==> config.mk <==
export PLATFORM = sky130hd
export DESIGN_NAME = bus_decoder
export DESIGN_NICKNAME = d
export VERILOG_FILES = /design/src/tile_pkg.sv /design/src/bus_decoder.sv
export VERILOG_INCLUDE_DIRS = /design/src /design/src/src
export SDC_FILE = /design/constraint.sdc
export NUM_CORES = 1
export LEC_CHECK = 0
export ABC_AREA = 1
export BUFFER_PORTS_ARGS = -buffer_cell sky130_fd_sc_hd__buf_2
export CORE_AREA = 5 5 42 44
export DETAILED_ROUTE_END_ITERATION = 6
export DIE_AREA = 0 0 47 49
export MAX_ROUTING_LAYER = met4
export SYNTH_ARGS = -nofsm -noshare
export SYNTH_HDL_FRONTEND = slang
export SYNTH_SLANG_ARGS = --single-unit
==> constraint.sdc <==
create_clock -name vclk -period 2.1
set_clock_uncertainty 0.2 [all_clocks]
set_input_delay 0.525 -clock vclk [all_inputs]
set_output_delay 0.525 -clock vclk [all_outputs]
set_load 0.01 [all_outputs]
==> src/tile_config.svh <==
`ifndef TILE_CONFIG_SVH
`define TILE_CONFIG_SVH

// memory map of the tile
// each window is matched as (addr & mask) == base

// data RAM, 1 KiB window
`define TILE_RAM_BASE 32'h0010_0000
`define TILE_RAM_MASK 32'hFFFF_FC00

// RAM depth in 32-bit words, fills the whole window
`define TILE_RAM_WORDS 256

// simulation control block, 1 KiB window
`define TILE_SIMCTRL_BASE 32'h0002_0000
`define TILE_SIMCTRL_MASK 32'hFFFF_FC00

// machine timer, 1 KiB window
`define TILE_TIMER_BASE 32'h0003_0000
`define TILE_TIMER_MASK 32'hFFFF_FC00

// low address bits that pick a register inside a device
// must agree with the 1 KiB window masks above
`define TILE_OFFSET_BITS 10

`endif

==> src/tile_pkg.sv <==
`default_nettype none

`include "tile_config.svh"

package tile_pkg;

  // bus word types
  typedef logic [31:0] addr_t;
  typedef logic [31:0] data_t;
  typedef logic [3:0]  be_t;

  // target of one bus access
  // DEV_NONE marks an address outside every window
  typedef enum logic [1:0] {
    DEV_RAM,
    DEV_SIMCTRL,
    DEV_TIMER,
    DEV_NONE
  } bus_device_e;

  // timer register byte offsets inside its window
  typedef enum logic [`TILE_OFFSET_BITS-1:0] {
    TMR_MTIME_LO    = 'h0,
    TMR_MTIME_HI    = 'h4,
    TMR_MTIMECMP_LO = 'h8,
    TMR_MTIMECMP_HI = 'hC
  } timer_reg_e;

  // sim control register byte offsets
  // 0x4 is left free
  typedef enum logic [`TILE_OFFSET_BITS-1:0] {
    SIM_CHAR_OUT = 'h0,
    SIM_HALT     = 'h8
  } simctrl_reg_e;

endpackage

`default_nettype wire

==> src/bus_decoder.sv <==
`default_nettype none

`include "tile_config.svh"

module bus_decoder (
  input  wire logic           req_i,
  input  wire tile_pkg::addr_t addr_i,
  output logic                ram_req_o,
  output logic                simctrl_req_o,
  output logic                timer_req_o,
  output logic                unmapped_o
);

  // window hits, independent of the request
  logic ram_hit;
  logic simctrl_hit;
  logic timer_hit;
  logic any_hit;

  // compare the address under each window mask
  assign ram_hit     = (addr_i & `TILE_RAM_MASK) == `TILE_RAM_BASE;
  assign simctrl_hit = (addr_i & `TILE_SIMCTRL_MASK) == `TILE_SIMCTRL_BASE;
  assign timer_hit   = (addr_i & `TILE_TIMER_MASK) == `TILE_TIMER_BASE;
  assign any_hit     = ram_hit | simctrl_hit | timer_hit;

  // strobes only fire while the host requests
  assign ram_req_o     = req_i & ram_hit;
  assign simctrl_req_o = req_i & simctrl_hit;
  assign timer_req_o   = req_i & timer_hit;

  // nothing matched, the router turns this into an error response
  assign unmapped_o = req_i & ~any_hit;

  // windows in the config header must not overlap,
  // otherwise two devices would see the same access
  one_target_a: assert final ($onehot0({ram_req_o, simctrl_req_o, timer_req_o, unmapped_o}));

endmodule

`default_nettype wire

Yosys cells after proc, flatten, opt, wreduce, memory -nomap -nowiden
Index checks and enable logic that the tools add are counted.
{ "totals": {"romBits": 0, "reg_bits": 0, "latch_bits": 0, "n_memories": 0, "mem_bits_rw": 0, "word_cells": 10} }
{ "op_classes": {"shifts": 0, "addsub": 0, "muxes": 0, "reduce_logical": 0, "div_mod_pow": 0, "n_bitwise": 7, "eq_ne": 3, "order_cmp": 0, "mul": 0} }
{ "op_table": {"columns": ["cell", "n"], "rows": [
  ["22-bit by 8-bit equality test with 1-bit output (second input constant)", 2],
  ["22-bit by 11-bit equality test with 1-bit output (second input constant)", 1],
  ["1-bit AND", 4],
  ["1-bit bitwise OR", 2],
  ["1-bit inverter", 1]
]} }

Longest topological paths before layout
{ "depth": {"ltp_word": 5, "depth_mapped": 7, "mapped_depth_nobuf": 7} }

Worst setup path before layout
Ideal clock, no wire load.
{ "synth_path": {"path_type": "input port to output port", "start": "input addr_i[31]", "end": "output timer_req_o", "required_ps": 1375, "arrival_ps": 1190, "path_buffers": 0, "path_slack_ps": 185, "path_stages": 4, "path_cell_list": "or2_4 -> nor2_4 -> nand2_2 -> nor3b_2"} }
{ "synth_via": {"elab_chain_len": 2} }
{ "synth_rtl": {"columns": ["element", "line_no", "text"], "rows": [
  ["from (decl)", "bus_decoder.sv:7", "input wire tile_pkg::addr_t addr_i,"],
  ["22-bit by 8-bit equality test with 1-bit output (no source line)", null, null],
  ["1-bit AND", "bus_decoder.sv:29", "assign timer_req_o = req_i & timer_hit;"],
  ["to (decl)", "bus_decoder.sv:10", "output logic timer_req_o,"]
]} }
No other way between the ends.

Worst setup path in the final report
Same ends and word-level chain as after synthesis.

==> results by group <==
Status
  • Status: complete, no violations

Routing
  • WL/cell: ~7.6 microns
  • Vias/cell: just under 4
  • Post-route ant nets: 0
  • DRT Wirelength: roughly 660 microns
  • DR vias: about 340
  • Drt first pass iters: 1
  • Iter 0 DRT Violations: 0
  • DR DRC count: 0

Final layout
  • Area grow syn2layout: 80.36%
  • Sequential standard cell area: 0 sq um
  • Antenna fix cells: 0
  • Post-route cell area: about 380 sq um
  • Layout Utilization: 0.2705
  • Clkbuf count: 0
  • Layout cells sized above 1: 0.5070
  • Fin nets: about 110
  • Non-Filler Instances: 87
  • Sequential cell count: 0

Global routing
  • First-pass GRT wire length: 931 microns
  • Number of antenna violations at the first check in global routing: 0
  • Largest net degree at the start of global routing: 5
  • Vias in the first global route: 251
  • GRT overflow: 0
  • Total GRT Usage: 0.04964

Power and ir drop
  • Clk pwr share: 0
  • Leakage: 0.0001993 uW
  • Comb pwr share: 1.000
  • Sw Pwr: around 19 uW
  • Max VDD drop: about 34 uV
  • Power per cell area: ~110 nW/um^2
  • Sequential power share: 0
  • Sw frac: 0.4444
  • P_int: 23.90 uW

Synth
  • Most common cell in the synthesized netlist: nor2_1
  • Yosys Warn Count: 0
  • Cell taking the most area after synthesis: nor2_1
  • Register area share after synthesis: 0
  • Syn nets: just under 80
  • Syn Inst Count: between 40 and 50
  • Synth Area per Inst: 4.777 sq um
  • Syn Std Cell Area: roughly 210 sq um
  • Cell variety after synth: 11
  • Ranking of synthesized cells by area: nor2_1 (30%), nand2_1 (20%), nor2_4 (11%)
  • Post-synth top cells: nor2_1 (17), nand2_1 (11), inv_1 (5)
  • Share of the synthesized area in the top cell type: 0.3036

Setup path
  • Element type at the critical path end: output pin
  • Crit path DAT: ~1400 ps
  • Kind of critical path: input pin to output pin
  • Crit-path cells: buf_6 -> or2_4 -> nor2_4 -> nand2_2 -> nor3b_2 -> buf_2
  • Crit-path max cell delay: around 240 ps
  • Slowest stage cell, crit path: or2_4
  • Crit Path Max Fanout: 4
  • Critical path data required time: between 1000 and 1500 ps
  • Setup crit start kind: input pin

Floorplan
  • FP Rows: 14
  • Die Span Y: 49 microns
  • Die Wd: 47 microns
  • I/O pin cnt: 37
  • Core box area: approximately 1400 sq um
  • Die area: roughly 2300 sq um
  • Initial core utilization: 0.1500

STA
  • Fmax achieved: 481.5 MHz
  • Slew headroom: 0.9000
  • Fin. Hold Viols: 0
  • Part of the cycle the worst path needs: 0.9890
  • Worst-Margin Slew: around 150 ps
  • Setup-failing EPs final: 0
  • Minimum clock period: slightly above 2000 ps
  • Unrepaired setup endpoints after global routing: yes
  • Fin. max-slew vios: 0
  • Final setup margin: ~23 ps

Clock tree
  • Hold buffer count at cts: 0
  • Number of setup buffers added after CTS: 0

Hold path
  • Hold Crit Class: input pin to output pin

Placed design
  • PortBufs: 27
  • Placed Area: around 370 sq um
  • Dpl hpwl: 610.6 microns
  • Routability cong.: roughly 0.74
  • Cell total after placement: 87
  • Pre-CTS setup slack: -6.059 ps

Flow run
  • Max-Cap Viols: 0
==> metal layers <==
layer	vias to the layer above	wire, microns	global-route usage
li1	190	-	-
met1	130	279	0.07609
met2	18	280	0.07240
met3	0	102	0.007380
met4	0	0	0
met5	-	0	-
==> path summary, 6_finish.rpt <==
check             startpoint           to  slack, ps  cells after the start
setup / recovery  addr_i[31]  timer_req_o         20                      6
hold / removal         req_i   unmapped_o       1180                      4
==> worst max-delay path, delay by kind of cell <==
kind / cells / cell delay [ps]
buffers and inverters: 2 / 230
AND/OR/NAND/NOR: 4 / 600
==> power groups by stage <==
stage                     Clock (uW)  Sequential, uW  Combinational [uW]
after global placement             0               0                40.4
after CTS                          0               0                41.3
after detailed placement           0               0                41.2
after global routing               0               0                49.0
after floorplan                    0               0                16.2
final                              0               0                43.0
==> metrics by stage <==
step	hold slack, ps	TNS (ps)	power (uW)
finish	1176	0	43.03
global route	1204	-73.18	48.97
CTS	1181	0	41.33
detailed placement	1178	-6.059	41.20
global placement	1178	0	40.42
floorplan	952.1	0	16.20
==> cells in the final DEF (no fill, tap or decap), drive strengths merged <==
cell   instances
buf           27
nor2          19
nand2         12
inv            5
nand3          3
nor3           2
or2            1
nor3b          1
nand4          1
==> final cells by class <==
class,instances,area (sq um)
fill,170,1022
timing repair buffer,27,141.4
tap,16,20.02
inverter,5,18.77
multi-input combinational,39,198.9
==> what timing repair did <==
item                       4_1_cts  5_1_grt
setup endpoints to repair        2        4
pin swaps                        1        3
resized for setup                0        4
==> cells by family (layout without fill, tap and decap cells) <==
family / count (synthesis) / in the layout / share of synthesized area
buffers and inverters: 5 / 32 / 0.08930
and+or+nand+nor: 39 / 39 / 0.9107
Power figures use the tool's default switching activity.
