<file path="src/tile_config.svh">
`ifndef TILE_CONFIG_SVH
`define TILE_CONFIG_SVH

// memory map of the tile
// each window is matched as (addr & mask) == base

// data RAM, 1 KiB window
`define TILE_RAM_BASE 32'h0010_0000
`define TILE_RAM_MASK 32'hFFFF_FC00

// RAM depth in 32-bit words, fills the whole window
`define TILE_RAM_WORDS 256

// simulation control block, 1 KiB window
`define TILE_SIMCTRL_BASE 32'h0002_0000
`define TILE_SIMCTRL_MASK 32'hFFFF_FC00

// machine timer, 1 KiB window
`define TILE_TIMER_BASE 32'h0003_0000
`define TILE_TIMER_MASK 32'hFFFF_FC00

// low address bits that pick a register inside a device
// must agree with the 1 KiB window masks above
`define TILE_OFFSET_BITS 10

`endif

</file>
<file path="src/tile_pkg.sv">
`default_nettype none

`include "tile_config.svh"

package tile_pkg;

  // bus word types
  typedef logic [31:0] addr_t;
  typedef logic [31:0] data_t;
  typedef logic [3:0]  be_t;

  // target of one bus access
  // DEV_NONE marks an address outside every window
  typedef enum logic [1:0] {
    DEV_RAM,
    DEV_SIMCTRL,
    DEV_TIMER,
    DEV_NONE
  } bus_device_e;

  // timer register byte offsets inside its window
  typedef enum logic [`TILE_OFFSET_BITS-1:0] {
    TMR_MTIME_LO    = 'h0,
    TMR_MTIME_HI    = 'h4,
    TMR_MTIMECMP_LO = 'h8,
    TMR_MTIMECMP_HI = 'hC
  } timer_reg_e;

  // sim control register byte offsets
  // 0x4 is left free
  typedef enum logic [`TILE_OFFSET_BITS-1:0] {
    SIM_CHAR_OUT = 'h0,
    SIM_HALT     = 'h8
  } simctrl_reg_e;

endpackage

`default_nettype wire

</file>
<file path="src/sim_ctrl.sv">
`default_nettype none

`include "tile_config.svh"

module sim_ctrl (
  input  wire logic            clk_sys,
  input  wire logic            reset_i,
  input  wire logic            req_i,
  input  wire logic            we_i,
  input  wire tile_pkg::addr_t addr_i,
  input  wire tile_pkg::data_t wdata_i,
  output tile_pkg::data_t      rdata_o,
  output logic                 char_valid_o,
  output logic [7:0]           char_data_o,
  output logic                 halt_o
);

  import tile_pkg::*;

  simctrl_reg_e reg_sel;
  logic         wr_en;

  assign reg_sel = simctrl_reg_e'(addr_i[`TILE_OFFSET_BITS-1:0]);
  assign wr_en   = req_i & we_i;

  // control block is write-only, every read returns zero
  assign rdata_o = '0;

  // char strobe lasts one cycle, halt is sticky until reset
  always_ff @(posedge clk_sys) begin
    if (reset_i) begin
      char_valid_o <= 1'b0;
      halt_o       <= 1'b0;
    end else begin
      char_valid_o <= wr_en && (reg_sel == SIM_CHAR_OUT);
      if (wr_en && (reg_sel == SIM_HALT)) begin
        halt_o <= 1'b1;
      end
    end
  end

  // character byte, only meaningful with char_valid_o
  always_ff @(posedge clk_sys) begin
    if (wr_en && (reg_sel == SIM_CHAR_OUT)) begin
      char_data_o <= wdata_i[7:0];
    end
  end

endmodule

`default_nettype wire

</file>
<file path="config.mk">
export PLATFORM = sky130hd
export DESIGN_NAME = sim_ctrl
export DESIGN_NICKNAME = d
export VERILOG_FILES = /design/src/tile_pkg.sv /design/src/sim_ctrl.sv
export VERILOG_INCLUDE_DIRS = /design/src /design/src/src
export SDC_FILE = /design/constraint.sdc
export NUM_CORES = 1
export LEC_CHECK = 0
export BUFFER_PORTS_ARGS = -buffer_cell sky130_fd_sc_hd__buf_2
export CORE_MARGIN = 3
export CORE_UTILIZATION = 27
export DETAILED_ROUTE_END_ITERATION = 10
export PLACE_DENSITY = 0.83
export SLEW_MARGIN = 30
export SYNTH_ARGS = -nofsm -noshare
export SYNTH_HDL_FRONTEND = slang
export SYNTH_SLANG_ARGS = --single-unit
</file>
<file path="constraint.sdc">
create_clock -name clk_sys -period 3.7 [get_ports clk_sys]
set_clock_uncertainty 0.05 [all_clocks]
set_input_delay 0 -clock clk_sys [delete_from_list [all_inputs] [get_ports clk_sys]]
set_output_delay 0 -clock clk_sys [all_outputs]
set_load 0.01 [all_outputs]
</file>
=== After elaboration in Yosys (flattened, before gate mapping) ===
Cells that the tools add are included.

* Logic and storage cells: 8
* Register bits: 10
* Output and inout bits: 42

* Equality and inequality tests: 1
* Bitwise gates (word level): 1
* Reductions and logical operators: 3

{| class="wikitable"
|+ Operators with widths
! cell !! number
|-
| $eq 10x4->1 const B || 1
|-
| $logic_not 10->1 || 1
|-
| $logic_and 1x1->1 || 2
|-
| $and 1x1->1 || 1
|}

=== Depth between registers and ports, before layout ===
* Word-level depth: 2
* Depth in mapped cells: 3
* Mapped depth without buffers: 3

=== Least setup slack after synthesis ===
OpenSTA, ideal clock, no wires.

* Path kind: input to register
* Start: in addr_i[7]
* End: reg char_data_o[0], enable pin
* Library setup time: 383 ps
* Path buffers: 0
* Data arrival time: 1037 ps
* Path slack: 2229 ps
* Stages: 3
* Data required time: 3267 ps
* Cell sequence: nor4_2 nand2_1 nor3_1

* Cells in the longest elaborated chain, start to end: 2

{| class="wikitable"
|+ RTL lines
! item !! RTL line !! RTL
|-
| start: declaration || sim_ctrl.sv:10 || <nowiki>input wire tile_pkg::addr_t addr_i,</nowiki>
|-
| $logic_not 10->1 || sim_ctrl.sv:44 || <nowiki>if (wr_en && (reg_sel == SIM_CHAR_OUT)) begin</nowiki>
|-
| $logic_and 1x1->1 || sim_ctrl.sv:44 ||
|-
| end signal: assignment || sim_ctrl.sv:45 || <nowiki>char_data_o <= wdata_i[7:0];</nowiki>
|-
| end: declaration || sim_ctrl.sv:14 || <nowiki>output logic [7:0] char_data_o,</nowiki>
|}

No other way between the ends.
A chain may end at the register's enable or synchronous reset.

=== Final worst setup path ===
* Start: in addr_i[3]
* End: reg char_data_o[1], enable pin

The elaborated chain is that of the path after synthesis.

==> flow_summary.toml <==
[clock_network]
cts_max_level = 1
cts_setup_buffers = 0
cts_sinks = 10
cts.reportedPaths.clkPinSlew_ps = 60
cts_buffer_depth = 2
cts_tree = "done"
cts-root-buf = "clkbuf_4"
cts-buffers-inserted = 3
clk_latency_ps = 250

[grt]
overflow = 0
grt_pass1_wl_um = 1373
antenna_found_initial = 0
grt_max_degree = 9
grt_pass1_vias = 353
grt_usage_pct = 7.252

[critical_path]
cp_max_fo = 8
rrSetupSlack_ps = 3000
path_class = "in -> reg"
cp_data_required_time_ps = 3530
worstPathCellList = "dlygate4sd3_1 -> buf_2 -> nor3_2"
worstPathArrival_ps = 1220
crit_slowest_cell = "dlygate4sd3_1"
path_buf_inv = 2
ff2ff_path_depth = 2
start_kind = "input pin"
critical_path.top_delay_family = "buffers and inverters"
cp.depth = 3
critical_path.max_stage_delay_ps = 540
cp-end-kind = "flip-flop"

[timing]
slew_viol_final = 0
hold_violations = 0
finalSetupTns_ps = 0
max_freq_mhz = 722.3
fin_crit_ps = 1385
rsz0062_at_grt = "false"
worst_pin_slew_ps = 619.8
fin_crit_sh_pct = 37.42
whs_ps = 10.28
setup_violations = 0
slew-limit-headroom_pct = 58.45

[yosys]
ys_types = 11
avgSynthCellArea_um2 = 11.21
syn_area_um2 = 594.3
synth_xor_area_share_pct = 0
muxShareOfSynthArea_pct = 0
syn_inst = 53
synth_top_family_by_area = "buffers and inverters"
ys_seq_area_share_pct = 47.16
yosysWarnings = 0
synth_compound_area_share_pct = 1.474
synthAdderAreaFrac_pct = 0
ys_ff_latch = 10
synth-simple-area-share_pct = 10.32

[finish]
multi_input_area_um2 = 195.2
diodes = 0
fin_nets = 166
final_area_um2 = 787.0
final-seq-area_um2 = 280.3
area_growth_pct = 32.42
fin_util_pct = 38.92
layout-drive-gt1-share_pct = 38.54
fillers = 207

[floorplan]
die_h_um = 52.92
coreArea_um2 = 2022
rows = 16
start_util_pct = 29.39
die_w_um = 52.92
io_pins = 110
design.die.area_um2 = 2800

[drt]
route.detailed.drc = 0
dr.pass1.iters = 2
wl_um = 1139
num_vias = 425
ant_nets = 0
drt_iter0_markers = 1
routed_via_density = 3.455
wl_per_cell_um = 9.260

[worst_hold_path]
whs_path_depth = 3
hold_class = "in -> reg"

[place]
place_area_um2 = 664.4
place_hpwl_um = 931.4
globalplace.congestion = 0.6247
io_buffer_count = 31

[status]
status = "finished, final reports clean"

[flow_run]
drv_cap = 0

[power]
p_leak_uw = 0.0003834
power.density_nw_per_um2 = 288.0
vdd_ir_drop_max_v = 0.00008880
finalPower_uw = 226.6
cells in the final DEF, fill, tap and decap left out, drive strengths merged:
cell type	synthesis	routed
a41oi	1	1
buf	32	31
clkbuf	0	3
conb	1	32
dfxtp	2	2
dlygate4sd3	0	10
edfxtp	8	8
nand2	1	1
nand3	1	1
nor2	2	2
nor3	2	2
nor4	2	2
nor4bb	1	1
path summary, 6_finish.rpt:
path,from,to
setup / recovery,addr_i[3],char_data_o[1]
hold / removal,we_i,char_valid_o
setup reg to reg,halt_o,halt_o
hold reg to reg,halt_o,halt_o
sequential cells by signal, indices dropped and copies added (netlist names):
register / cells
halt_o: 1
char_data_o: 8
char_valid_o: 1
layer usage:
metal	GRT usage, %	vias up	part of all wire, %
met1	6.207	179	33
met4	3.830	0	0
li1	-	202	-
met2	14.05	44	49
met5	0	-	0
met3	2.817	0	19
report_power, final:
group	total [µW]	switching [µW]	leakage, µW	internal (µW)
Clock	67.5	30.3	0.0000138	37.2
Sequential	121	0.00811	0.0000880	121
Combinational	37.9	22.1	0.000282	15.8
cell usage after synthesis (all sizes together):
master   n  area [µm²]
nor2     2       7.510
conb     1       3.750
dfxtp    2       40.04
edfxtp   8       240.2
nor4     2       25.02
nand2    1       3.750
nor3     2       10.01
a41oi    1       8.760
nand3    1       5.000
buf     32       240.2
nor4bb   1       10.01
logic make-up (layout without fill, tap and decap cells):
logic type	after synthesis	after routing
other	1	32
buffers and inverters	32	44
DFF	10	10
and+or+nand+nor	9	9
AOI/OAI and AO/OA	1	1
worst reg2reg max path, cell delays in order (launching register included):
cell,delay (ps)
dfxtp_1,320
a41oi_1,170
nor2_1,60
per-stage QoR:
| stage | setup WS, ps | instances |
|---|---|---|
| 3_5_place_dp | 2148 | 110 |
| 4_1_cts | 2322 | 123 |
| 6_report | 2315 | 123 |
| 5_1_grt | 2247 | 123 |
| 2_1_floorplan | 2229 | 84 |
| 3_3_place_gp | 1898 | 110 |
layout make-up:
type | instances | area share, %
Clock buffer | 3 | 2.862
Timing Repair Buffer | 41 | 32.43
Tap cell | 27 | 4.293
Sequential cell | 10 | 35.61
Multi-Input combinational cell | 42 | 24.80
repair_timing:
item / 4_1_cts / 5_1_grt
endpoints found under the hold margin: 10 / 0
setup endpoints to repair: 0 / 0
resized for setup: 0 / 0
hold buffers: 10 / 0
Power figures use the tool's default switching activity.
