**src/tile_config.svh**
```systemverilog
`ifndef TILE_CONFIG_SVH
`define TILE_CONFIG_SVH

// memory map of the tile
// each window is matched as (addr & mask) == base

// data RAM, 1 KiB window
`define TILE_RAM_BASE 32'h0010_0000
`define TILE_RAM_MASK 32'hFFFF_FC00

// RAM depth in 32-bit words, fills the whole window
`define TILE_RAM_WORDS 256

// simulation control block, 1 KiB window
`define TILE_SIMCTRL_BASE 32'h0002_0000
`define TILE_SIMCTRL_MASK 32'hFFFF_FC00

// machine timer, 1 KiB window
`define TILE_TIMER_BASE 32'h0003_0000
`define TILE_TIMER_MASK 32'hFFFF_FC00

// low address bits that pick a register inside a device
// must agree with the 1 KiB window masks above
`define TILE_OFFSET_BITS 10

`endif

```
**src/tile_pkg.sv**
```systemverilog
`default_nettype none

`include "tile_config.svh"

package tile_pkg;

  // bus word types
  typedef logic [31:0] addr_t;
  typedef logic [31:0] data_t;
  typedef logic [3:0]  be_t;

  // target of one bus access
  // DEV_NONE marks an address outside every window
  typedef enum logic [1:0] {
    DEV_RAM,
    DEV_SIMCTRL,
    DEV_TIMER,
    DEV_NONE
  } bus_device_e;

  // timer register byte offsets inside its window
  typedef enum logic [`TILE_OFFSET_BITS-1:0] {
    TMR_MTIME_LO    = 'h0,
    TMR_MTIME_HI    = 'h4,
    TMR_MTIMECMP_LO = 'h8,
    TMR_MTIMECMP_HI = 'hC
  } timer_reg_e;

  // sim control register byte offsets
  // 0x4 is left free
  typedef enum logic [`TILE_OFFSET_BITS-1:0] {
    SIM_CHAR_OUT = 'h0,
    SIM_HALT     = 'h8
  } simctrl_reg_e;

endpackage

`default_nettype wire

```
**src/resp_router.sv**
```systemverilog
`default_nettype none

module resp_router (
  input  wire logic            clk_sys,
  input  wire logic            reset_i,
  input  wire logic            ram_req_i,
  input  wire logic            simctrl_req_i,
  input  wire logic            timer_req_i,
  input  wire logic            unmapped_i,
  input  wire tile_pkg::data_t ram_rdata_i,
  input  wire tile_pkg::data_t simctrl_rdata_i,
  input  wire tile_pkg::data_t timer_rdata_i,
  output logic                 rvalid_o,
  output logic                 err_o,
  output tile_pkg::data_t      rdata_o
);

  import tile_pkg::*;

  logic        accept;
  bus_device_e target_d;
  bus_device_e target_q;
  logic        rvalid_q;

  // every strobe from the decoder is an accepted access
  assign accept = ram_req_i | simctrl_req_i | timer_req_i | unmapped_i;

  // encode the strobes, unmapped falls through to DEV_NONE
  always_comb begin
    if (ram_req_i) begin
      target_d = DEV_RAM;
    end else if (simctrl_req_i) begin
      target_d = DEV_SIMCTRL;
    end else if (timer_req_i) begin
      target_d = DEV_TIMER;
    end else begin
      target_d = DEV_NONE;
    end
  end

  // one response in flight, taken over by the next accept
  always_ff @(posedge clk_sys) begin
    if (reset_i) begin
      rvalid_q <= 1'b0;
      target_q <= DEV_NONE;
    end else begin
      rvalid_q <= accept;
      if (accept) begin
        target_q <= target_d;
      end
    end
  end

  assign rvalid_o = rvalid_q;
  assign err_o    = rvalid_q && (target_q == DEV_NONE);

  // device words are already registered, pick the one that was addressed
  always_comb begin
    case (target_q)
      DEV_RAM:     rdata_o = ram_rdata_i;
      DEV_SIMCTRL: rdata_o = simctrl_rdata_i;
      DEV_TIMER:   rdata_o = timer_rdata_i;
      default:     rdata_o = '0;
    endcase
  end

  // an error is always the response to an unmapped access
  err_with_rvalid_a: assert property (@(posedge clk_sys) disable iff (reset_i)
    err_o |-> rvalid_o && $past(unmapped_i));

endmodule

`default_nettype wire

```
**config.mk**
```make
export PLATFORM = sky130hd
export DESIGN_NAME = resp_router
export DESIGN_NICKNAME = d
export VERILOG_FILES = /design/src/tile_pkg.sv /design/src/resp_router.sv
export VERILOG_INCLUDE_DIRS = /design/src /design/src/src
export SDC_FILE = /design/constraint.sdc
export NUM_CORES = 1
export LEC_CHECK = 0
export ABC_AREA = 0
export BUFFER_PORTS_ARGS = -buffer_cell sky130_fd_sc_hd__buf_2
export CELL_PAD_IN_SITES_DETAIL_PLACEMENT = 0
export CELL_PAD_IN_SITES_GLOBAL_PLACEMENT = 1
export CORE_ASPECT_RATIO = 2
export CORE_MARGIN = 1
export CORE_UTILIZATION = 21
export DETAILED_ROUTE_END_ITERATION = 6
export PLACE_DENSITY = 0.95
export SLEW_MARGIN = 15
export SYNTH_ARGS = -nofsm -noshare
export SYNTH_HDL_FRONTEND = slang
export SYNTH_SLANG_ARGS = --single-unit
export TNS_END_PERCENT = 50
```
**constraint.sdc**
```tcl
create_clock -name clk_sys -period 2.5 [get_ports clk_sys]
set_input_delay 0.375 -clock clk_sys [delete_from_list [all_inputs] [get_ports clk_sys]]
set_output_delay 0.375 -clock clk_sys [all_outputs]
set_load 0.01 [all_outputs]
```
## Yosys cells after proc, flatten, opt, wreduce, memory -nomap -nowiden

Cells that the tools add are included.

- Logic and storage cells: 14
- Input bits: 102
- Output and inout bits: 34
- Register bits: 3

- Reduce and logical (&&, ||, !) cells: 2
- Muxes and demuxes: 4
- Bitwise gates (word level): 3
- Eq/ne operators: 3

Operator list:

| kind | count |
|---|---|
| 32-bit case mux with 3 select lines | 1 |
| 2-bit equality test (second input constant) | 2 |
| 2-bit two-way mux | 2 |
| 1-bit bitwise OR | 3 |
| 2-bit by 1-bit equality test with 1-bit output (second input constant) | 1 |
| 2-bit zero test | 1 |
| 1-bit logical AND | 1 |
| 1-bit two-way mux | 1 |

## Logic depth before layout (Yosys ltp)

- Depth in word-level cells: 3
- Gate-level depth with buffers: 5
- Depth with buffers taken out: 2

## Worst setup path after synthesis

OpenSTA, ideal clock, no wires.

- Kind: reg2out
- From: register target_q[0]
- To: output port rdata_o[18]
- Stages on the path, launching flop included: 6
- Path slack: 1192 ps
- Arrival: 933 ps
- Required time: 2125 ps
- Path buffers: 3
- Cells stage by stage: dfxtp_1 -> buf_4 -> nor2b_4 -> buf_6 -> buf_6 -> o2bb2ai_1

- Cells in the longest elaborated chain, start to end: 2
- Elaborated cells between the ends (all ways): 4

Ends and longest elaborated chain:

| what | RTL line | source |
|---|---|---|
| start: declaration | resp_router.sv:22 | `bus_device_e target_q;` |
| start signal: assignment | resp_router.sv:49 | `target_q <= target_d;` |
| 2-bit equality test (tied with other cells) | resp_router.sv:59 | `case (target_q)` |
| 32-bit case mux with 3 select lines (*) | resp_router.sv:59 |  |
| end: declaration | resp_router.sv:15 | `output tile_pkg::data_t rdata_o` |

Every way passes the cells marked *; elsewhere a longest branch is shown, timed or not.

## Final worst setup path

- From: register target_q[1]
- To: output port rdata_o[10]

Same word-level chain as after synthesis.

==> run summary <==
initial antenna violation count = 0
# DRC = 0
final net count = 322
initial core utilization = 22.13%
post-layout minimum cycle time = 1943 ps
Top Family by Delay on Critical Path = buffers and inverters
type of the worst setup path = register to output pin
row cnt = 34
post-route core utilization = 37.98%
pre-CTS WS = 753.0 ps
Vias = 1275
initial DRC count = 10
total die area = 4910 sq um
Critical Path, Cell by Cell = buf_4 -> mux2i_1 -> o2bb2ai_2 -> buf_2
sequential area share after synthesis = 6.194%
post-route cell area = 1664 sq um
I/O pin cnt = 136
unrepaired setup endpoints after global routing = no
Pre-Repair DR Iteration Count = 2
chip height = 98.10 microns
critical path fanouts, max = 34
hold crit path type = primary input to register
Global Route Usage Sum = 12.31%
# hold bufs at CTS = 0
P_leak = 0.9563 nW
RR Startpoint = target_q[1]
Mapped Cells = 89
Area after DPL = 1619 sq um
Final Hold Fails = 0
final worst path period share = 77.73%
Post-DRT Antenna Nets = 0
crit path DAT = 1570 ps
most frequent cells in the layout = buf_2 (135), mux2i_1 (32), o2bb2ai_2 (20)
worst reg2reg setup slack = 1210 ps
min-delay src = reset_i
CP Capture Type = output pin
first-pass GRT wire length = 4871 microns
Area growth syn-to-layout = 71.61%
Slew @ Worst Pin = 547.4 ps
CTS Buf Count = 3
hold depth = 2
Post-Route Setup TNS = 0 ps
clock root buffer = clkbuf_8
CP startpoint kind = register
Layout Skew = 0 ps
final WL = 3370 microns
Final Slew Violations = 0
Port Buffers = 135
GP Congestion = 0.6527
clock sink count = 3
Syn. warnings = 0
mean post-synth cell area = 10.90 sq um
Min-Delay Endpoint = rvalid_o
Antenna Cells = 0
vias in the first global route = 1152
clock latency at the later pin of the worst-skew pair = 220 ps
slowest library cell on the worst path = buf_4
Final Setup Violations = 0
CP required = 2120 ps
Synth area leaders = mux2i_1 (33%), o2bb2ai_2 (31%), o2bb2ai_1 (11%)
Worst Slack Setup Final = 556.7 ps
distinct cell type count after synthesis = 18
Post-CTS Setup Repair Bufs = 0
worst path bufs/invs = 2
Max-slew headroom = 63.51%
Longest Clk Path Bufs = 2
Synth area leader = mux2i_1
Yosys reg bits = 3
# H-tree levels = 1
CTS clk-pin slew, worst paths = 30 ps
status = complete, no violations
share of layout cells above drive strength 1 = 74.89%
Mapped Area = 969.7 sq um
VDD IR max = 0.3572 mV
wire per inst = 12.34 microns
post-CTS sizing = 0
Pwr Density = 310.1 nW/um^2
worst reg2reg path endpoint = target_q[1]
area of the core = 4382 sq um
CTS tree = done
slowest stage delay, CP = 450 ps
GR Overflow Total = 0
Die Span X = 50.05 microns
hpwl dp = 2735 microns
Synth top area share = 33.03%
syn_nets = 191
most common cell after layout, fill and taps aside = buf_2
number of vias per cell = 4.670
largest net degree at the start of global routing = 35
fmax = 0.5146 GHz
max_cap viols = 0
r2r worst-path depth = 3
total power = 0.5160 mW
-- stage by stage --
| step | hold WS [ps] | std cells |
|---|---|---|
| 2_1_floorplan | 447.4 | 89 |
| 5_1_grt | 363.5 | 273 |
| 3_5_place_dp | 582.0 | 269 |
| 6_report | 354.6 | 273 |
| 3_3_place_gp | 574.7 | 269 |
| 4_1_cts | 354.4 | 273 |
-- Yosys cell counts --
cell type / instances
a22oi_1: 1
and3_1: 1
buf_2: 2
buf_4: 1
buf_6: 6
buf_8: 2
clkbuf_1: 1
dfxtp_1: 3
inv_1: 1
mux2i_1: 32
nor2_1: 2
nor2b_4: 1
nor3_1: 1
nor4_1: 1
o21bai_1: 1
o2bb2ai_1: 12
o2bb2ai_2: 20
o31ai_1: 1
-- registers in the layout, indices dropped and copies added (netlist names) --
name / count
target_q: 2
rvalid_o: 1
-- worst max-delay path by stage --
| stage | endpoint | startpoint | depth (start not counted) |
|---|---|---|---|
| final | rdata_o[10] | target_q[1] | 4 |
| after global routing | rdata_o[10] | target_q[1] | 4 |
| after CTS | rdata_o[7] | target_q[1] | 4 |
| after detailed placement | rdata_o[7] | target_q[1] | 4 |
| after global placement | rdata_o[18] | target_q[1] | 4 |
| after floorplan | rdata_o[18] | target_q[0] | 5 |
-- report_power, final --
part	internal (mW)	switching [mW]	leakage, nW	total (mW)
Clock	0.109	0.0330	0.0228	0.142
Sequential	0.0523	0.00224	0.0250	0.0546
Combinational	0.165	0.155	0.908	0.320
-- layout make-up --
class / instances / area [sq um]
multi-input cells: 73 / 787.0
repair buffers: 138 / 698.2
clock buffers: 4 / 45.04
inverters: 1 / 3.754
flip-flops and latches: 3 / 62.56
fillers: 444 / 2718
well taps: 54 / 67.56
-- cell families (layout without fill, tap and decap cells) --
kind of cell | after synthesis | count (layout) | synth area share [%]
flip-flops | 3 | 3 | 6.194
AO/OA/AOI/OAI | 35 | 35 | 44.13
multiplexers | 32 | 32 | 33.03
buffers and inverters | 13 | 143 | 12.64
AND/OR/NAND/NOR | 6 | 6 | 4.000
-- layer usage --
metal | global-route usage [%] | wire length (microns)
met4 | 1.978 | 18
met1 | 10.55 | 1114
met3 | 3.738 | 310
met2 | 25.85 | 1927
met5 | 0 | 0
-- worst register-to-register path: cells and delay by family (launching register included) --
kind                   cells  cell delay (ps)
AO/OA/AOI/OAI              1              260
flip-flops                 1              330
buffers and inverters      1              450
AND/OR/NAND/NOR            1              140
Note: power is estimated with default switching activity, not from simulation.
