===== config.mk =====
export PLATFORM = sky130hd
export DESIGN_NAME = mtimer
export DESIGN_NICKNAME = d
export VERILOG_FILES = /design/src/tile_pkg.sv /design/src/mtimer.sv
export VERILOG_INCLUDE_DIRS = /design/src /design/src/src
export SDC_FILE = /design/constraint.sdc
export NUM_CORES = 1
export LEC_CHECK = 0
export ABC_AREA = 0
export BUFFER_PORTS_ARGS = -buffer_cell sky130_fd_sc_hd__clkbuf_2
export CORE_MARGIN = 2
export CORE_UTILIZATION = 33
export DETAILED_ROUTE_END_ITERATION = 6
export PLACE_DENSITY = 0.52
export SETUP_SLACK_MARGIN = 0.02
export SYNTH_ARGS = -nofsm -noshare
export SYNTH_HDL_FRONTEND = slang
export SYNTH_SLANG_ARGS = --single-unit

===== constraint.sdc =====
create_clock -name clk_sys -period 3.5 [get_ports clk_sys]
set_input_delay 0 -clock clk_sys [delete_from_list [all_inputs] [get_ports clk_sys]]
set_output_delay 0 -clock clk_sys [all_outputs]
set_load 0.005 [all_outputs]

===== src/tile_config.svh =====
`ifndef TILE_CONFIG_SVH
`define TILE_CONFIG_SVH

// memory map of the tile
// each window is matched as (addr & mask) == base

// data RAM, 1 KiB window
`define TILE_RAM_BASE 32'h0010_0000
`define TILE_RAM_MASK 32'hFFFF_FC00

// RAM depth in 32-bit words, fills the whole window
`define TILE_RAM_WORDS 256

// simulation control block, 1 KiB window
`define TILE_SIMCTRL_BASE 32'h0002_0000
`define TILE_SIMCTRL_MASK 32'hFFFF_FC00

// machine timer, 1 KiB window
`define TILE_TIMER_BASE 32'h0003_0000
`define TILE_TIMER_MASK 32'hFFFF_FC00

// low address bits that pick a register inside a device
// must agree with the 1 KiB window masks above
`define TILE_OFFSET_BITS 10

`endif


===== src/tile_pkg.sv =====
`default_nettype none

`include "tile_config.svh"

package tile_pkg;

  // bus word types
  typedef logic [31:0] addr_t;
  typedef logic [31:0] data_t;
  typedef logic [3:0]  be_t;

  // target of one bus access
  // DEV_NONE marks an address outside every window
  typedef enum logic [1:0] {
    DEV_RAM,
    DEV_SIMCTRL,
    DEV_TIMER,
    DEV_NONE
  } bus_device_e;

  // timer register byte offsets inside its window
  typedef enum logic [`TILE_OFFSET_BITS-1:0] {
    TMR_MTIME_LO    = 'h0,
    TMR_MTIME_HI    = 'h4,
    TMR_MTIMECMP_LO = 'h8,
    TMR_MTIMECMP_HI = 'hC
  } timer_reg_e;

  // sim control register byte offsets
  // 0x4 is left free
  typedef enum logic [`TILE_OFFSET_BITS-1:0] {
    SIM_CHAR_OUT = 'h0,
    SIM_HALT     = 'h8
  } simctrl_reg_e;

endpackage

`default_nettype wire


===== src/mtimer.sv =====
`default_nettype none

`include "tile_config.svh"

module mtimer (
  input  wire logic            clk_sys,
  input  wire logic            reset_i,
  input  wire logic            req_i,
  input  wire logic            we_i,
  input  wire tile_pkg::addr_t addr_i,
  input  wire tile_pkg::data_t wdata_i,
  output tile_pkg::data_t      rdata_o,
  output logic                 timer_irq_o
);

  import tile_pkg::*;

  // 64-bit time and compare values
  logic [63:0] mtime;
  logic [63:0] mtimecmp;

  // register select from the low address bits
  timer_reg_e reg_sel;
  data_t      rd_word;

  assign reg_sel = timer_reg_e'(addr_i[`TILE_OFFSET_BITS-1:0]);

  // read mux, unknown offsets read as zero
  always_comb begin
    case (reg_sel)
      TMR_MTIME_LO:    rd_word = mtime[31:0];
      TMR_MTIME_HI:    rd_word = mtime[63:32];
      TMR_MTIMECMP_LO: rd_word = mtimecmp[31:0];
      TMR_MTIMECMP_HI: rd_word = mtimecmp[63:32];
      default:         rd_word = '0;
    endcase
  end

  always_ff @(posedge clk_sys) begin
    if (reset_i) begin
      mtime       <= '0;
      // all ones keeps the interrupt quiet until software arms it
      mtimecmp    <= '1;
      timer_irq_o <= 1'b0;
      rdata_o     <= '0;
    end else begin
      // free-running count
      mtime <= mtime + 64'd1;
      // level irq, one cycle behind the compare
      timer_irq_o <= (mtime >= mtimecmp);

      // whole-word writes, a write to mtime wins over the increment
      if (req_i && we_i) begin
        case (reg_sel)
          TMR_MTIME_LO:    mtime <= {mtime[63:32], wdata_i};
          TMR_MTIME_HI:    mtime <= {wdata_i, mtime[31:0]};
          TMR_MTIMECMP_LO: mtimecmp[31:0] <= wdata_i;
          TMR_MTIMECMP_HI: mtimecmp[63:32] <= wdata_i;
          default: ;
        endcase
      end

      // registered response word, zero for writes
      if (req_i) begin
        rdata_o <= we_i ? '0 : rd_word;
      end
    end
  end

  // the first compare out of reset must leave the interrupt low
  irq_low_after_reset_a: assert property (@(posedge clk_sys) $fell(reset_i) |=> !timer_irq_o);

endmodule

`default_nettype wire


======== Yosys cells after proc, flatten, opt, wreduce, memory -nomap -nowiden ========
Index checks and enable logic that the tools add are counted.
Widths: inputs -> output; s select.
cells by class
  $add $sub $neg .......................... 1
  $mul .................................... 0
  div/mod/pow operators ................... 0
  $lt $le $gt $ge ......................... 1
  equal/unequal tests ..................... 5
  shift operators ......................... 0
  mux-type cells .......................... 4
  bitwise gates (word level) .............. 0
  reductions and logical operators ........ 4
operators with widths
  operator               number
  $pmux 32 s4            1
  $pmux 64 s2            1
  $add 64x1->64 const B  1
  $ge 64x64->1           1
  $mux 64                1
  $mux 32                1
  $eq 10x4->1 const B    2
  $eq 10x3->1 const B    1
  $logic_not 10->1       1
  $ne 2x2->1 const B     2
  $reduce_and 2->1       2
  $logic_and 1x1->1      1
storage, ports and cells
  register bits ........................... 161
  bits in latches ......................... 0
  RAM bits ................................ 0
  ROM bits ................................ 0
  input bits .............................. 68
  output and inout bits ................... 33
  word-level logic and storage cells ...... 21
  memories ................................ 0

======== Depth between registers and ports, before layout ========
Gate-level depths: netlist of the first run.
  depth after elaboration ................. 3
  depth in mapped cells ................... 8
  gate-level depth less buffers ........... 8

======== Worst setup path before layout of the first run ========
No wires, ideal clock.
  path kind ............................... register to register
  start ................................... register mtime[0]
  end ..................................... register mtime[62]
  setup time .............................. 0.086 ns
  arrival ................................. 2.354 ns
  required time ........................... 3.414 ns
  path slack .............................. 1.061 ns
  cell stages (with the launch flop) ...... 9
  path buffers ............................ 1
  clock period less this slack ............ 2.439 ns
  cells stage by stage .................... dfxtp_1 ha_1 nand3_1 or4_1 nor4_2 buf_2 nand4b_1 xor2_1 a211oi_1
between the ends
  cells in the longest elaborated chain, start to end .. 3
RTL lines
  element                   RTL line      source
  start: declaration        mtimer.sv:19  logic [63:0] mtime;
  start signal: assignment  mtimer.sv:48  mtime <= mtime + 64'd1;
  start signal: assignment  mtimer.sv:55  TMR_MTIME_LO: mtime <= {mtime[63:32], wdata_i};
  start signal: assignment  mtimer.sv:56  TMR_MTIME_HI: mtime <= {wdata_i, mtime[31:0]};
  $add 64x1->64 *           mtimer.sv:48
  $pmux 64 s2               mtimer.sv:54  case (reg_sel)
  $mux 64 *                 mtimer.sv:53  if (req_i && we_i) begin
Mark *: on every way between the ends. The rest lies on a longest branch, timed or not.
A chain may end at the register's enable or synchronous reset.

======== Worst setup path after layout of the first run ========
  start ................................... register mtime[0]
  end ..................................... register mtime[30]
The elaborated chain is that of the path after synthesis.

==> impl_metrics.yaml, run 1 <==
die:
  io_pins: 101
  rows: 62
  dieArea_sq_um: 30100
  start_util_pct: 33.3
  coreArea_sq_um: 28500
  dieHeight_um: 173
  die_w_um: 173
pwr:
  leakage_nw: 4.69
  ir_drop_uv: 265
  p_per_area_nw_per_um2: 371
  p_total_mw: 4.20
cells_and_area:
  fin_util_pct: 39.7
  diodes: 0
  final_cell_mix: "161 x dfxtp_1, 110 x nor2_1, 109 x nand2_1"
  layout-drive-gt1-share_pct: 13.0
  final_common_cell: "dfxtp_1"
  fin_nets: 1379
  syn_to_final_growth_pct: 19.4
clock_tree:
  clk_pin_slew_worst_paths_ns: 0.06
  insertion_delay_ns: 0.43
  tritoncts: "built"
  cts_buffers: 17
  cts_setup_buffers: 0
  clock_path_buffers: 2
  cts_root_buf: "clkbuf_16"
  htreeDepth: 4
  cts_num_sinks: 161
synth:
  synth_warnings: 0
  yosysUniqueCellTypes: 62
  syn_avg_cell_area_sq_um: 8.11
  postSynthCellCount: 1168
  synth_seq_area_share_pct: 34.0
  ys_ff_latch: 161
  syn-cell-area_sq_um: 9470
  yosys_most_used_dff: "dfxtp_1"
  async_flop_share_pct: 0
  synth_edf_count: 0
  syn-num-nets: 1301
setup_path:
  cp-end-kind: "flop"
  cp_max_fo: 7
  critPathMaxStageDelay_ns: 0.70
  critical_path_required_ns: 3.86
  crit_top_cell: "nand3_1"
  crit_path_start: "mtime[0]$_SDFFE_PP0P_"
  worstSetupStartpointType: "flop"
  criticalPathCategory: "flop to flop"
  rr_startpoint: "mtime[0]$_SDFFE_PP0P_"
  critPathSlowestCell: "or4_1"
  path_cells: "ha_1 > nand3_1 > or4_1 > nor4_1 > nand3_1 > a2bb2oi_1 > a21oi_1"
  arrival_ns: 3.25
timing:
  rsz0062_at_grt: "false"
  finClkSkew_ns: 0.00953
  max_freq_mhz: 346
  final_hold_viol_count: 0
  finalSetupViolations: 0
  final.min_clock_period_ns: 2.89
  slew_violations: 0
  finalSetupTns_ns: 0
  relSlewSlack_pct: 38.9
  tightestPinTransition_ns: 0.914
  fin_crit_sh_pct: 82.5
  worst_slack_ns: 0.612
global_routing:
  grt_first_pass_wirelength_um: 49900
  grt_remaining_overflow: 0
  grt_usage_pct: 20.9
  grt_pass1_vias: 8669
  antenna_found_initial: 0
  grt_max_degree: 51
placed_design:
  pre_cts_ws_ns: 0.679
  port_buffers: 78
  gp_congestion: 0.891
  hpwl_um: 22300
drt:
  wirelength_um: 31500
  drt-initial-drc-count: 749
  avgViaCountPerCell: 5.66
  detail-route-antenna-nets: 0
  drt_pass1_iterations: 6
  vias: 9303
  drc: 0
  wire_per_inst_um: 19.2
job:
  maxCapViolations: 0
min_path:
  hp-start: "addr_i[8]"
  min_path_type: "input pin to flop"
status:
  outcome: "completed"
[final timing paths]
kind	slack, ns	cells after the start	to
min reg2reg	0.45	2	rdata_o[19]$_SDFFE_PP0P_
min	0.03	4	mtime[63]$_SDFFE_PP0P_
max reg2reg	0.61	7	mtime[30]$_SDFFE_PP0P_
max	0.61	7	mtime[30]$_SDFFE_PP0P_
[metal layers]
| layer | global-route usage [%] | up-vias | routed length (um) |
|---|---|---|---|
| met5 | 0 | - | 0 |
| met1 | 29.9 | 4489 | 15500 |
| met3 | 2.98 | 26 | 1480 |
| li1 | - | 4531 | - |
| met4 | 4.94 | 0 | 321 |
| met2 | 33.1 | 257 | 14200 |
[cell usage after synthesis, drive strengths merged, types with 6 or more instances]
master | count | share of area [%]
a31oi | 18 | 1.2
o22ai | 9 | 0.66
a22o | 32 | 3.0
nand3 | 37 | 2.1
nor4 | 29 | 2.6
nand4 | 34 | 2.3
buf | 23 | 1.1
dfxtp | 161 | 34
nand2 | 109 | 4.3
or4 | 8 | 0.67
a211o | 66 | 6.1
ha | 65 | 8.6
and3 | 12 | 0.79
inv | 76 | 3.0
nor2 | 113 | 4.5
a221oi | 39 | 3.6
o211ai | 10 | 0.79
a211oi | 13 | 1.0
and4 | 8 | 0.74
a21o | 9 | 0.71
xnor2 | 7 | 0.65
clkbuf | 55 | 2.2
a21oi | 63 | 3.3
nor3 | 27 | 1.6
mux2i | 9 | 0.95
or3 | 10 | 0.66
o21ai | 61 | 3.2
nor2b | 6 | 0.40
[power by group]
part	internal (mW)	switching, mW
sequential	1.84	0.00690
clock	1.38	0.787
combinational	0.0698	0.115
total	3.29	0.909
[state kept, by name, summed over array words and instances, names as in the netlist]
register / cells
mtimecmp: 64
timer_irq_o: 1
mtime: 64
rdata_o: 32
[layout make-up]
type / count / area (sq um)
Clock buffer: 23 / 468
Clock inverter: 9 / 203
Fill cell: 2988 / 17200
Inverter: 76 / 285
Multi-Input combinational cell: 853 / 5700
Sequential cell: 161 / 3220
Tap cell: 384 / 480
Timing Repair Buffer: 137 / 953
[logic make-up after synthesis]
kind of cell,count (synthesis),synth area share [%]
AND/OR/NAND/NOR,410,21.9
buffers and inverters,154,6.33
AO/OA/AOI/OAI,352,26.5
adder cells (fa/ha/maj),65,8.59
XOR/XNOR,12,1.11
flip-flops,161,34.0
multiplexers,14,1.55
[stage by stage]
stage	instance area, sq um	hold slack, ns	std cells
3_3_place_gp	10300	0.285	1579
6_report	11300	0.0277	1643
3_5_place_dp	10300	0.283	1579
4_1_cts	11300	0.0174	1643
5_1_grt	11300	0.0374	1643
2_1_floorplan	9470	0.118	1168
[timing repair]
action                    in CTS  in global routing
resized for setup              0                  0
hold buffers                  32                  0
hold endpoints to repair     115                  0
[critical path, delay by kind of cell (launching register included)]
family	cells	cell delay, ns
AOI/OAI and AO/OA	2	0.32
adders and majority gates	1	0.24
DFF	1	0.44
and+or+nand+nor	4	1.83
Power figures use the tool's default switching activity.
==> run 2: changes to the inputs <==
Settings changed: PLACE_DENSITY 0.52 to 0.54.
Clock period 3.5 ns to 2.61 ns, I/O delays scaled along.
==> impl_metrics.yaml, run 2 (synthesis results as in run 1) <==
drt:
  drt_pass1_iterations: 6
  detail-route-antenna-nets: 0
  avgViaCountPerCell: 5.64
  drc: 0
  vias: 9566
  wirelength_um: 32000
  drt-initial-drc-count: 770
  wire_per_inst_um: 18.9
clock_tree:
  clock_path_buffers: 2
  htreeDepth: 4
  cts_num_sinks: 161
  cts_setup_buffers: 0
  cts_root_buf: "clkbuf_16"
  insertion_delay_ns: 0.44
  clk_pin_slew_worst_paths_ns: 0.07
  cts_buffers: 17
  tritoncts: "built"
pwr:
  ir_drop_uv: 303
  power.share.clock_pct: 49.9
  internal_power_mw: 4.22
  swShare_pct: 22.6
  sequentialPowerShare_pct: 45.2
  leakage_nw: 4.97
  combinationalPowerShare_pct: 4.9
  p_per_area_nw_per_um2: 466
  switching_power_mw: 1.24
timing:
  finalSetupViolations: 0
  tightestPinTransition_ns: 0.846
  finalSetupTns_ns: 0
  final_hold_viol_count: 0
  hold_slack_ns: 0.0834
  relSlewSlack_pct: 43.6
  fin_crit_sh_pct: 94.0
  finClkSkew_ns: 0.00791
  rsz0062_at_grt: "false"
  max_freq_mhz: 408
  slew_violations: 0
  final.min_clock_period_ns: 2.45
global_routing:
  antenna_found_initial: 0
  grt_max_degree: 68
  grt_first_pass_wirelength_um: 51400
  grt_remaining_overflow: 0
  grt_usage_pct: 21.4
  grt_pass1_vias: 9060
cells_and_area:
  diodes: 0
  layout-drive-gt1-share_pct: 16.8
  nFillCells: 2903
  final_cell_mix: "161 x dfxtp_1, 109 x nor2_1, 109 x nand2_1"
  fin_nets: 1433
  final_common_cell: "dfxtp_1"
  syn_to_final_growth_pct: 23.6
  top_regs: "mtime x64, mtimecmp x64, rdata_o x32"
placed_design:
  hpwl_um: 23100
  port_buffers: 78
  gp_congestion: 0.957
die:
  die_w_um: 173
  rows: 62
  io_pins: 101
  dieArea_sq_um: 30100
  start_util_pct: 33.3
  dieHeight_um: 173
  coreArea_sq_um: 28500
setup_path:
  critPathSlowestCell: "or4_1"
  worstSetupStartpointType: "flop"
  arrival_ns: 2.81
  cp-end-kind: "flop"
  criticalPathCategory: "flop to flop"
  crit_top_cell: "nand3_1"
  cp_max_fo: 3
  critical_path_required_ns: 2.97
  critPathMaxStageDelay_ns: 0.63
  path_cells: "ha_1 > nand3_1 > or4_1 > buf_4 > nor4_2 > nand3_1 > a2bb2oi_1 > a21oi_1"
status:
  outcome: "completed"
job:
  maxCapViolations: 0
min_path:
  min_path_type: "input pin to flop"
## run 2: cell types whose count changed in the layout (fill, tap and decap cells not counted)
cell,change
bufinv_16,-2
nor4_4,+1
or4_1,-1
a2111oi_1,+1
clkinv_2,+1
dlygate4sd3_1,+1
clkinvlp_4,+1
buf_12,+1
buf_4,+52
nor2_1,-1
nor2_2,+1
nor4_1,-1
a2111oi_0,-1
or4_4,+1
## run 2: area by class of cell
| cell class | count | area [sq um] | share of cell area, % |
|---|---|---|---|
| timing repair buffer | 191 | 1370 | 11.7 |
| clock inverter | 9 | 155 | 1.33 |
| multi-input combinational | 853 | 5720 | 48.9 |
| clock buffer | 23 | 468 | 4.00 |
| tap | 384 | 480 | 4.11 |
| inverter | 76 | 285 | 2.44 |
| sequential | 161 | 3220 | 27.5 |
## run 2: path summary, 6_finish.rpt
kind | to | start | slack (ns) | depth (start not counted)
worst max register to register | mtime[30]$_SDFFE_PP0P_ | mtime[0]$_SDFFE_PP0P_ | 0.16 | 8
worst min-delay path | mtime[1]$_SDFFE_PP0P_ | addr_i[2] | 0.08 | 3
worst min register to register | rdata_o[27]$_SDFFE_PP0P_ | rdata_o[27]$_SDFFE_PP0P_ | 0.45 | 2
worst max-delay path | mtime[30]$_SDFFE_PP0P_ | mtime[0]$_SDFFE_PP0P_ | 0.16 | 8
## run 2: per-stage QoR
stage / instances / power (mW) / area [sq um] / utilization [%] / setup slack [ns]
floorplan: 1168 / 2.62 / 9470 / - / 0.171
global placement: 1632 / 2.75 / 10700 / 37.7 / 0.111
detailed placement: 1632 / 2.75 / 10700 / 37.7 / 0.0662
CTS: 1697 / 5.50 / 11700 / 41.0 / 0.0386
global route: 1697 / 5.61 / 11700 / 41.1 / 0.0363
finish: 1697 / 5.46 / 11700 / 41.1 / 0.157
## run 2: timing repair
item	in CTS	in global routing
hold buffers	33	0
hold endpoints to repair	118	0
setup endpoints to repair	0	9
gates resized for setup	0	5
## run 2: worst max-delay path, delay by kind of cell (launching register included)
family / cells / cell delay [ns]
flops: 1 / 0.33
simple gates: 4 / 1.34
fa+ha+maj: 1 / 0.19
buf+inv: 1 / 0.20
compound gates: 2 / 0.30
## run 2: power groups by stage
stage,logic [mW],clock network (mW),registers [mW]
global placement,0.227,0,2.52
global route,0.289,2.86,2.47
detailed placement,0.228,0,2.52
CTS,0.268,2.77,2.47
floorplan,0.0903,0,2.53
finish,0.267,2.72,2.47
## run 2: routing by layer
layer  global-route usage (%)  wire length [um]  part of all wire (%)
met4                     5.47               481                   1.5
met3                     2.76              1450                   4.5
met5                        0                 0                     0
met1                     30.4             15300                    48
met2                     34.4             14800                    46
